**src/hw/uart_pkg.sv**
```systemverilog
package uart_pkg;

   //////////////////////////////////////////////////
   // widths with a meaning
   //////////////////////////////////////////////////

   typedef logic [15:0] div_t;      // bit duration in clock cycles
   typedef logic [7:0]  byte_t;     // one data byte
   typedef logic [2:0]  reg_addr_t; // register address
   typedef logic [15:0] bus_data_t; // bus data word

   //////////////////////////////////////////////////
   // register map
   //////////////////////////////////////////////////

   localparam reg_addr_t ADDR_SOFTRESET = 3'd0; // write pulse
   localparam reg_addr_t ADDR_DIV       = 3'd1;
   localparam reg_addr_t ADDR_TXEN      = 3'd2;
   localparam reg_addr_t ADDR_RXEN      = 3'd3;
   localparam reg_addr_t ADDR_TXREADY   = 3'd4; // read only
   localparam reg_addr_t ADDR_RXREADY   = 3'd5; // read only
   localparam reg_addr_t ADDR_TXDATA    = 3'd6; // write only
   localparam reg_addr_t ADDR_RXDATA    = 3'd7; // read only

   // one host request, 21 bits
   typedef struct packed {
      logic      valid;
      logic      write;
      reg_addr_t addr;
      bus_data_t wdata;
   } bus_req_s;

   //////////////////////////////////////////////////
   // state machines
   //////////////////////////////////////////////////

   typedef enum logic [1:0] {
      TX_IDLE,
      TX_LOAD,
      TX_SEND
   } tx_state_e;

   typedef enum logic [2:0] {
      RX_SYNC,
      RX_IDLE_CHECK,
      RX_WAIT_START,
      RX_START,
      RX_DATA
   } rx_state_e;

endpackage
```
**src/hw/uart_top.sv**
```systemverilog
`timescale 1ns/1ps

module uart_top import uart_pkg::*; #(
   parameter div_t DIV_RST = div_t'(16)
) (
   input  logic      clk_i,
   input  logic      arst_i,
   input  bus_req_s  bus_req_i,
   output bus_data_t bus_rdata_o,
   input  logic      rxd_i,
   output logic      txd_o,
   input  logic      cts_i,
   output logic      rts_o
);

   div_t  div;
   logic  tx_en;
   logic  rx_en;
   byte_t tx_data;
   byte_t rx_data;
   logic  soft_rst;
   logic  data_write_en;
   logic  data_read_en;
   logic  tx_ready;
   logic  rx_ready;

   uart_regs #(
      .DIV_RST (DIV_RST)
   ) i_regs (
      .clk_i           (clk_i),
      .arst_i          (arst_i),
      .bus_req_i       (bus_req_i),
      .bus_rdata_o     (bus_rdata_o),
      .tx_ready_i      (tx_ready),
      .rx_ready_i      (rx_ready),
      .rx_data_i       (rx_data),
      .div_o           (div),
      .tx_en_o         (tx_en),
      .rx_en_o         (rx_en),
      .tx_data_o       (tx_data),
      .soft_rst_o      (soft_rst),
      .data_write_en_o (data_write_en),
      .data_read_en_o  (data_read_en)
   );

   uart_core i_core (
      .clk_i           (clk_i),
      .arst_i          (arst_i),
      .soft_rst_i      (soft_rst),
      .tx_en_i         (tx_en),
      .rx_en_i         (rx_en),
      .tx_data_i       (tx_data),
      .data_write_en_i (data_write_en),
      .data_read_en_i  (data_read_en),
      .div_i           (div),
      .rxd_i           (rxd_i),
      .cts_i           (cts_i),
      .txd_o           (txd_o),
      .rts_o           (rts_o),
      .tx_ready_o      (tx_ready),
      .rx_ready_o      (rx_ready),
      .rx_data_o       (rx_data)
   );

endmodule

```
**src/hw/uart_core.sv**
```systemverilog
`timescale 1ns/1ps

module uart_core import uart_pkg::*; (
   input  logic  clk_i,
   input  logic  arst_i,
   input  logic  soft_rst_i,
   input  logic  tx_en_i,
   input  logic  rx_en_i,
   input  byte_t tx_data_i,
   input  logic  data_write_en_i,
   input  logic  data_read_en_i,
   input  div_t  div_i,
   input  logic  rxd_i,
   input  logic  cts_i,
   output logic  txd_o,
   output logic  rts_o,
   output logic  tx_ready_o,
   output logic  rx_ready_o,
   output byte_t rx_data_o
);

   logic [1:0] cts_ff_q;
   logic       cts_sync;

   // two-stage synchronizer for the async cts input
   always_ff @(posedge clk_i or negedge arst_i) begin
      if (!arst_i) cts_ff_q <= '0;
      else         cts_ff_q <= {cts_ff_q[0], cts_i};
   end

   assign cts_sync = cts_ff_q[1];

   uart_tx i_tx (
      .clk_i           (clk_i),
      .arst_i          (arst_i),
      .soft_rst_i      (soft_rst_i),
      .tx_en_i         (tx_en_i),
      .cts_i           (cts_sync),
      .data_write_en_i (data_write_en_i),
      .tx_data_i       (tx_data_i),
      .div_i           (div_i),
      .txd_o           (txd_o),
      .tx_ready_o      (tx_ready_o)
   );

   uart_rx i_rx (
      .clk_i          (clk_i),
      .arst_i         (arst_i),
      .soft_rst_i     (soft_rst_i),
      .rx_en_i        (rx_en_i),
      .rxd_i          (rxd_i),
      .data_read_en_i (data_read_en_i),
      .div_i          (div_i),
      .rx_data_o      (rx_data_o),
      .rx_ready_o     (rx_ready_o),
      .rts_o          (rts_o)
   );

endmodule

```
**src/hw/uart_rx.sv**
```systemverilog
`timescale 1ns/1ps

module uart_rx import uart_pkg::*; (
   input  logic  clk_i,
   input  logic  arst_i,
   input  logic  soft_rst_i,
   input  logic  rx_en_i,
   input  logic  rxd_i,
   input  logic  data_read_en_i,
   input  div_t  div_i,
   output byte_t rx_data_o,
   output logic  rx_ready_o,
   output logic  rts_o
);

   rx_state_e  state_q;
   div_t       cyc_cnt_q;
   logic [3:0] bit_cnt_q;
   byte_t      shift_q;
   logic       sample;

   // mid-bit sample point while receiving
   assign sample = rx_en_i && !soft_rst_i && (state_q == RX_DATA) &&
                   (cyc_cnt_q == div_i);

   //////////////////////////////////////////////////
   // control
   //////////////////////////////////////////////////

   always_ff @(posedge clk_i or negedge arst_i) begin
      if (!arst_i) begin
         state_q    <= RX_SYNC;
         cyc_cnt_q  <= div_t'(1);
         bit_cnt_q  <= '0;
         rx_ready_o <= 1'b0;
         rts_o      <= 1'b0;
      end else if (soft_rst_i) begin
         state_q    <= RX_SYNC;
         cyc_cnt_q  <= div_t'(1);
         bit_cnt_q  <= '0;
         rx_ready_o <= 1'b0;
         rts_o      <= 1'b0;
      end else if (rx_en_i) begin
         rts_o <= 1'b1; // stays up until a reset
         if (data_read_en_i) rx_ready_o <= 1'b0;
         case (state_q)
            RX_SYNC: begin
               cyc_cnt_q <= div_t'(1);
               bit_cnt_q <= '0;
               if (rxd_i) state_q <= RX_IDLE_CHECK;
            end
            RX_IDLE_CHECK: begin
               cyc_cnt_q <= cyc_cnt_q + 1'b1;
               if (!rxd_i) state_q <= RX_SYNC; // line dropped early
               else if (cyc_cnt_q == div_i) state_q <= RX_WAIT_START;
            end
            RX_WAIT_START: begin
               cyc_cnt_q <= div_t'(1);
               if (!rxd_i) state_q <= RX_START;
            end
            RX_START: begin
               cyc_cnt_q <= cyc_cnt_q + 1'b1;
               if (cyc_cnt_q == (div_i >> 1)) begin
                  if (rxd_i) begin
                     state_q <= RX_SYNC; // false start
                  end else begin
                     cyc_cnt_q <= div_t'(1);
                     state_q   <= RX_DATA;
                  end
               end
            end
            RX_DATA: begin
               cyc_cnt_q <= cyc_cnt_q + 1'b1;
               if (sample) begin
                  cyc_cnt_q <= div_t'(1);
                  bit_cnt_q <= bit_cnt_q + 1'b1;
                  if (bit_cnt_q == 4'd8) begin // stop bit
                     rx_ready_o <= 1'b1; // overwrites an unread byte
                     bit_cnt_q  <= '0;
                     state_q    <= RX_WAIT_START;
                  end
               end
            end
            default: state_q <= RX_SYNC;
         endcase
      end else begin
         state_q    <= RX_SYNC;
         cyc_cnt_q  <= div_t'(1);
         bit_cnt_q  <= '0;
         rx_ready_o <= 1'b0;
      end
   end

   //////////////////////////////////////////////////
   // data path
   //////////////////////////////////////////////////

   always_ff @(posedge clk_i) begin
      if (sample) begin
         if (bit_cnt_q == 4'd8) rx_data_o <= shift_q;
         else shift_q <= {rxd_i, shift_q[7:1]}; // lsb arrives first
      end
   end

endmodule

```
**src/hw/uart_tx.sv**
```systemverilog
`timescale 1ns/1ps

module uart_tx import uart_pkg::*; (
   input  logic  clk_i,
   input  logic  arst_i,
   input  logic  soft_rst_i,
   input  logic  tx_en_i,
   input  logic  cts_i,
   input  logic  data_write_en_i,
   input  byte_t tx_data_i,
   input  div_t  div_i,
   output logic  txd_o,
   output logic  tx_ready_o
);

   tx_state_e   state_q;
   logic [9:0]  pattern_q; // {stop, data, start}
   logic [3:0]  bit_cnt_q;
   div_t        cyc_cnt_q;

   assign txd_o = pattern_q[0]; // line idles high

   always_ff @(posedge clk_i or negedge arst_i) begin
      if (!arst_i) begin
         state_q    <= TX_IDLE;
         tx_ready_o <= 1'b0;
         pattern_q  <= '1;
         bit_cnt_q  <= '0;
         cyc_cnt_q  <= div_t'(1);
      end else if (soft_rst_i || !(tx_en_i && cts_i)) begin
         // disabled or blocked by cts, abort any frame
         state_q    <= TX_IDLE;
         tx_ready_o <= 1'b0;
         pattern_q  <= '1;
         bit_cnt_q  <= '0;
         cyc_cnt_q  <= div_t'(1);
      end else begin
         case (state_q)
            TX_IDLE: begin
               tx_ready_o <= ~data_write_en_i;
               pattern_q  <= '1;
               bit_cnt_q  <= '0;
               cyc_cnt_q  <= div_t'(1);
               if (data_write_en_i) state_q <= TX_LOAD;
            end
            TX_LOAD: begin
               pattern_q <= {1'b1, tx_data_i, 1'b0}; // start bit goes out first
               state_q   <= TX_SEND;
            end
            TX_SEND: begin
               cyc_cnt_q <= cyc_cnt_q + 1'b1;
               if (cyc_cnt_q == div_i) begin
                  if (bit_cnt_q == 4'd9) begin // stop bit done
                     state_q <= TX_IDLE;
                  end else begin
                     pattern_q <= {1'b1, pattern_q[9:1]};
                     bit_cnt_q <= bit_cnt_q + 1'b1;
                     cyc_cnt_q <= div_t'(1);
                  end
               end
            end
            default: state_q <= TX_IDLE;
         endcase
      end
   end

endmodule

```
**src/hw/uart_regs.sv**
```systemverilog
`timescale 1ns/1ps

module uart_regs import uart_pkg::*; #(
   parameter div_t DIV_RST = div_t'(16)
) (
   input  logic      clk_i,
   input  logic      arst_i,
   input  bus_req_s  bus_req_i,
   output bus_data_t bus_rdata_o,
   input  logic      tx_ready_i,
   input  logic      rx_ready_i,
   input  byte_t     rx_data_i,
   output div_t      div_o,
   output logic      tx_en_o,
   output logic      rx_en_o,
   output byte_t     tx_data_o,
   output logic      soft_rst_o,
   output logic      data_write_en_o,
   output logic      data_read_en_o
);

   logic  wr;
   logic  rd;
   div_t  div_q;
   logic  tx_en_q;
   logic  rx_en_q;
   byte_t tx_data_q;

   assign wr = bus_req_i.valid & bus_req_i.write;
   assign rd = bus_req_i.valid & ~bus_req_i.write;

   // one-cycle strobes, straight from the request
   assign soft_rst_o      = wr && (bus_req_i.addr == ADDR_SOFTRESET);
   assign data_write_en_o = wr && (bus_req_i.addr == ADDR_TXDATA);
   assign data_read_en_o  = rd && (bus_req_i.addr == ADDR_RXDATA);

   always_ff @(posedge clk_i or negedge arst_i) begin
      if (!arst_i) begin
         div_q   <= DIV_RST;
         tx_en_q <= 1'b0;
         rx_en_q <= 1'b0;
      end else if (wr) begin
         case (bus_req_i.addr)
            ADDR_DIV:  div_q   <= bus_req_i.wdata;
            ADDR_TXEN: tx_en_q <= bus_req_i.wdata[0];
            ADDR_RXEN: rx_en_q <= bus_req_i.wdata[0];
            default: ;
         endcase
      end
   end

   always_ff @(posedge clk_i) begin
      if (data_write_en_o) begin
         tx_data_q <= bus_req_i.wdata[7:0]; // byte to send
      end
   end

   // read mux, write-only and idle cycles return 0
   always_comb begin
      bus_rdata_o = '0;
      if (rd) begin
         case (bus_req_i.addr)
            ADDR_DIV:     bus_rdata_o = div_q;
            ADDR_TXEN:    bus_rdata_o = {15'd0, tx_en_q};
            ADDR_RXEN:    bus_rdata_o = {15'd0, rx_en_q};
            ADDR_TXREADY: bus_rdata_o = {15'd0, tx_ready_i};
            ADDR_RXREADY: bus_rdata_o = {15'd0, rx_ready_i};
            ADDR_RXDATA:  bus_rdata_o = {8'd0, rx_data_i};
            default:      bus_rdata_o = '0;
         endcase
      end
   end

   assign div_o     = div_q;
   assign tx_en_o   = tx_en_q;
   assign rx_en_o   = rx_en_q;
   assign tx_data_o = tx_data_q;

endmodule

```
**config.mk**
```make
export PLATFORM = sky130hd
export DESIGN_NAME = uart_top
export DESIGN_NICKNAME = d
export VERILOG_FILES = /design/src/hw/uart_pkg.sv /design/src/hw/uart_top.sv /design/src/hw/uart_core.sv /design/src/hw/uart_rx.sv /design/src/hw/uart_tx.sv /design/src/hw/uart_regs.sv
export SDC_FILE = /design/constraint.sdc
export NUM_CORES = 1
export LEC_CHECK = 0
export ABC_CLOCK_PERIOD_IN_PS = 4700
export BUFFER_PORTS_ARGS = -buffer_cell sky130_fd_sc_hd__buf_2
export CORE_MARGIN = 3
export CORE_UTILIZATION = 43
export DETAILED_ROUTE_END_ITERATION = 8
export PLACE_DENSITY_LB_ADDON = 0.1
export SETUP_SLACK_MARGIN = 0.02
export SYNTH_ARGS = -nofsm -noshare
export SYNTH_HDL_FRONTEND = slang
export SYNTH_SLANG_ARGS = --single-unit
```
**constraint.sdc**
```tcl
create_clock -name clk_i -period 4.7 [get_ports clk_i]
set_clock_uncertainty 0.15 [all_clocks]
set_input_delay 1.41 -clock clk_i [delete_from_list [all_inputs] [get_ports clk_i]]
set_output_delay 1.41 -clock clk_i [all_outputs]
set_load 0.1 [all_outputs]
```
==> Flow_metrics.wiki <==
{| class="wikitable"
! Metric !! Value
|-
| Result of the run || complete, no violations
|-
| Standard cell core area || 0.01277 mm2
|-
| Top-area cell type share of the netlist area || 28.68%
|-
| Antenna violations before repair || 0
|-
| Top post-synthesis cells by area || dfrtp_1 (29%), edfxtp_1 (13%), xnor2_1 (7.3%), dfstp_2 (5.6%), mux2_2 (5.4%)
|-
| Drt pass-1 iters || 5
|-
| Count of mapped cells out of synthesis || 533
|-
| Post-cts sizing count || 0
|-
| Pin slew with the least headroom to its limit || 1.003 ns
|-
| Die extent in y || 120.8 um
|-
| Layout area overhead || 13.26%
|-
| Min-Delay Startpoint || i_core.cts_ff_q[0]$_DFF_PN0_
|-
| Number of standard cells in the layout, taps in and fillers out || 736
|-
| Critical Path Slowest Stage Cell || buf_2
|-
| Reported leakage power || 2.435 nW
|-
| Cell Pwr Density || 344.0 mW/mm2
|-
| Main synth FF type || dfrtp_1
|-
| Share of flip-flops with an asynchronous set or reset || 76.24%
|-
| Final critical-path share of the clock period || 92.92%
|-
| Post-route DRC violation count || 0
|-
| Final antenna diode count || 0
|-
| Effective utilization at floorplan || 44.40%
|-
| Number of vias per cell || 5.501
|-
| Number of DRC markers in iteration 0 || 193
|-
| Number of failing setup endpoints in the final timing report || 0
|-
| CP required || 3.14 ns
|-
| Setup repair after global routing missed its margin || false
|-
| Global routing usage summed across all routing layers || 18.19%
|-
| R2r worst-path depth || 6
|-
| Synth Register Bits || 101
|-
| Most crowded layer after global routing || met2
|-
| Crit Path Max Fanout || 10
|-
| Class of the tightest hold or removal check || reg -> reg
|-
| First-pass GRT wire length || 20.63 mm
|-
| Critical path's top delay family || buffers and inverters
|-
| Met2 routing resource usage after global routing || 29.25%
|-
| WHS Path Cells || 0
|-
| Sequential cell area || 0.002663 mm2
|-
| Nets || 595
|-
| Delay of the slowest critical-path stage || 0.46 ns
|-
| Met3 Usage GRT || 4.771%
|-
| Maximum number of pins on one net before global-route repair || 78
|-
| Final antenna-violating net count || 0
|-
| Yosys top cell by area || dfrtp_1
|-
| Count of clock tree sinks || 101
|-
| Vias in the first global route || 3931
|-
| Synthesized net count || 569
|-
| Post-CTS Hold Buffers || 0
|-
| Skew-Pair Late Insertion Delay || 0.35 ns
|-
| Buffers from clock root to sink, at most || 2
|-
| TritonCTS Buffers || 9
|-
| Hold Vio Cnt, Final || 0
|-
| Global route total overflow || 0
|-
| Area of the die || 0.01460 mm2
|-
| Fin. max-slew vios || 0
|-
| Worst path most repeated cell || buf_2
|-
| Number of stages on the worst setup path || 7
|-
| Ordered list of cells on the worst path || buf_2 -> mux2_2 -> a22oi_1 -> nand2_1 -> o21ai_0 -> nor4b_4 -> buf_2
|-
| WHS || 0.2104 ns
|-
| Area of the multi-input gates || 0.002835 mm2
|-
| Buffers & Inverters on Critical Path || 2
|-
| Fraction of layout instances using a drive strength above 1 || 22.87%
|-
| Gpl congestion || 0.8782
|-
| Peak clock frequency supported by timing || 229.0 MHz
|-
| Via count of the routed design || 4049
|-
| CTS H-Tree Depth || 3
|-
| WS Path Type || in -> out
|-
| Root buffer cell || clkbuf_16
|-
| TritonCTS clock tree || built
|-
| Origin of the worst setup path || bus_req_i[18]
|-
| Final routed wirelength across all metal layers || 12.71 mm
|-
| HPWL reported at the end of detailed placement || 9.147 mm
|-
| Worst r2r src || i_core.i_tx.state_q[0]$_DFFE_PN0P_
|-
| Number of primary I/O pins || 43
|-
| Max-Slew Margin vs Limit || 33.15%
|-
| Syn Area/Cell || 10.64 um2
|-
| Buffers inserted by post-CTS timing repair || 0
|-
| Avg WL per Cell || 17.27 um
|-
| Final setup TNS || 0 ns
|-
| Mapped Area || 0.005672 mm2
|-
| Peak supply drop || 0.2060 mV
|-
| Critical path startpoint category || input port
|-
| Cell Count Post-Placement || 720
|-
| Category of the worst setup path capture point || output port
|-
| Global Route met1 Usage || 24.71%
|-
| Yosys synthesis warning count || 0
|-
| Horizontal die dimension || 120.8 um
|-
| Data arrival time of the critical path || 2.81 ns
|-
| Number of input and output port buffers inserted || 42
|-
| Sequential area share after synthesis || 46.94%
|-
| Number of max-cap violations || 0
|-
| Number of synthesized flops with an enable pin || 24
|-
| Clock transition at the registers of the reported paths || 0.07 ns
|-
| Number of filler cells placed in the layout || 1144
|-
| Synth unique cells || 66
|-
| Site row count || 41
|-
| Final critical delay including setup and external delays || 4.367 ns
|}
routing by layer:
layer	up-vias	routed length, um
met5	-	0
met4	0	106
met3	8	369
met2	47	6188
met1	2015	6047
li1	1979	-
sequential cells by signal, indices dropped and copies added, names as in the netlist:
register	count
i_core.i_rx.state_q	3
i_core.i_tx.pattern_q	9
i_regs.tx_data_o	8
i_core.i_rx.shift_q	8
i_core.i_rx.rx_ready_o	1
i_core.cts_ff_q	2
i_core.i_rx.bit_cnt_q	4
i_core.i_tx.state_q	2
i_core.i_tx.tx_ready_o	1
i_core.i_tx.cyc_cnt_q	16
i_core.i_tx.bit_cnt_q	4
i_core.i_rx.rx_data_o	8
i_regs.rx_en_o	1
i_regs.tx_en_o	1
i_core.i_rx.rts_o	1
i_regs.div_o	16
i_core.i_rx.cyc_cnt_q	16
logic make-up (layout without fill, tap and decap cells):
logic type      count (synthesis)  after routing  synth area share [%]
compound gates                110            110                 14.14
xor+xnor                       58             58                 8.956
fa+ha+maj                      11             11                 2.427
buf+inv                        41             72                 3.640
flops                         101            101                 46.94
mux                            33             33                 6.420
simple gates                  179            179                 17.47
report_power, final:
part	internal [mW]	total, mW	switching [mW]
clock network	0.432	0.774	0.342
registers	0.955	1.06	0.106
logic	0.173	0.375	0.202
total	1.56	2.21	0.650
cell usage in the layout, fill, tap and decap left out, types with 8 or more instances in the layout:
master / n
nand2_1: 41
ha_1: 11
inv_1: 10
nor2_1: 30
and2_1: 11
dfrtp_1: 65
buf_2: 33
nand3_1: 16
a31oi_1: 11
nor2_2: 9
dfstp_2: 12
and3_1: 11
xor2_1: 11
a22oi_1: 8
edfxtp_1: 24
buf_12: 8
xnor2_1: 47
clkbuf_16: 9
nand4_1: 17
o21ai_0: 16
mux2_2: 27
a21oi_1: 22
final timing paths:
check | slack, ns | end
min in group asynchronous | 1.09 | i_core.i_tx.bit_cnt_q[0]$_DFFE_PN0P_
max in group asynchronous | 2.68 | i_regs.div_o[12]$_DFFE_PN0P_
setup / recovery | 0.33 | bus_rdata_o[0]
hold reg to reg | 0.21 | i_core.cts_ff_q[1]$_DFF_PN0_
setup reg to reg | 1.98 | i_core.i_tx.pattern_q[5]$_DFFE_PN1P_
hold / removal | 0.21 | i_core.cts_ff_q[1]$_DFF_PN0_
layout make-up:
| cell class | instances | area share, % |
|---|---|---|
| clock buffers | 10 | 3.720 |
| clock inverters | 6 | 1.110 |
| well taps | 172 | 3.350 |
| repair buffers | 46 | 5.649 |
| flip-flops and latches | 101 | 41.45 |
| multi-input cells | 391 | 44.14 |
| inverters | 10 | 0.5843 |
per-stage QoR:
stage	utilization (%)	setup slack (ns)	instance area (um2)	total power [mW]
after floorplan	-	0.001944	5704	1.344
after global placement	47.86	0.3573	6113	1.449
after detailed placement	47.86	0.3334	6113	1.457
after CTS	50.29	0.3279	6424	2.238
after global routing	50.29	0.2167	6424	2.315
final	50.29	0.3326	6424	2.210
Yosys cell counts, types with 3 or more instances:
| cell type | n |
|---|---|
| dfrtp_1 | 65 |
| xnor2_1 | 47 |
| nand2_1 | 41 |
| nor2_1 | 37 |
| mux2_2 | 27 |
| edfxtp_1 | 24 |
| a21oi_1 | 22 |
| nand4_1 | 17 |
| nand3_1 | 16 |
| o21ai_0 | 16 |
| dfstp_2 | 12 |
| a31oi_1 | 11 |
| and2_1 | 11 |
| and3_1 | 11 |
| ha_1 | 11 |
| xor2_1 | 11 |
| clkbuf_1 | 10 |
| inv_1 | 10 |
| a22oi_1 | 8 |
| buf_2 | 8 |
| a221o_1 | 7 |
| clkbuf_2 | 7 |
| nor2b_1 | 7 |
| mux2i_1 | 6 |
| o31ai_1 | 6 |
| a211oi_1 | 5 |
| nand3b_1 | 5 |
| or2b_1 | 5 |
| buf_6 | 4 |
| o22ai_1 | 4 |
| a21o_1 | 3 |
| a21oi_4 | 3 |
| a41oi_1 | 3 |
| nor3_1 | 3 |
| o211ai_1 | 3 |
| or2_2 | 3 |
Power figures use the tool's default switching activity.
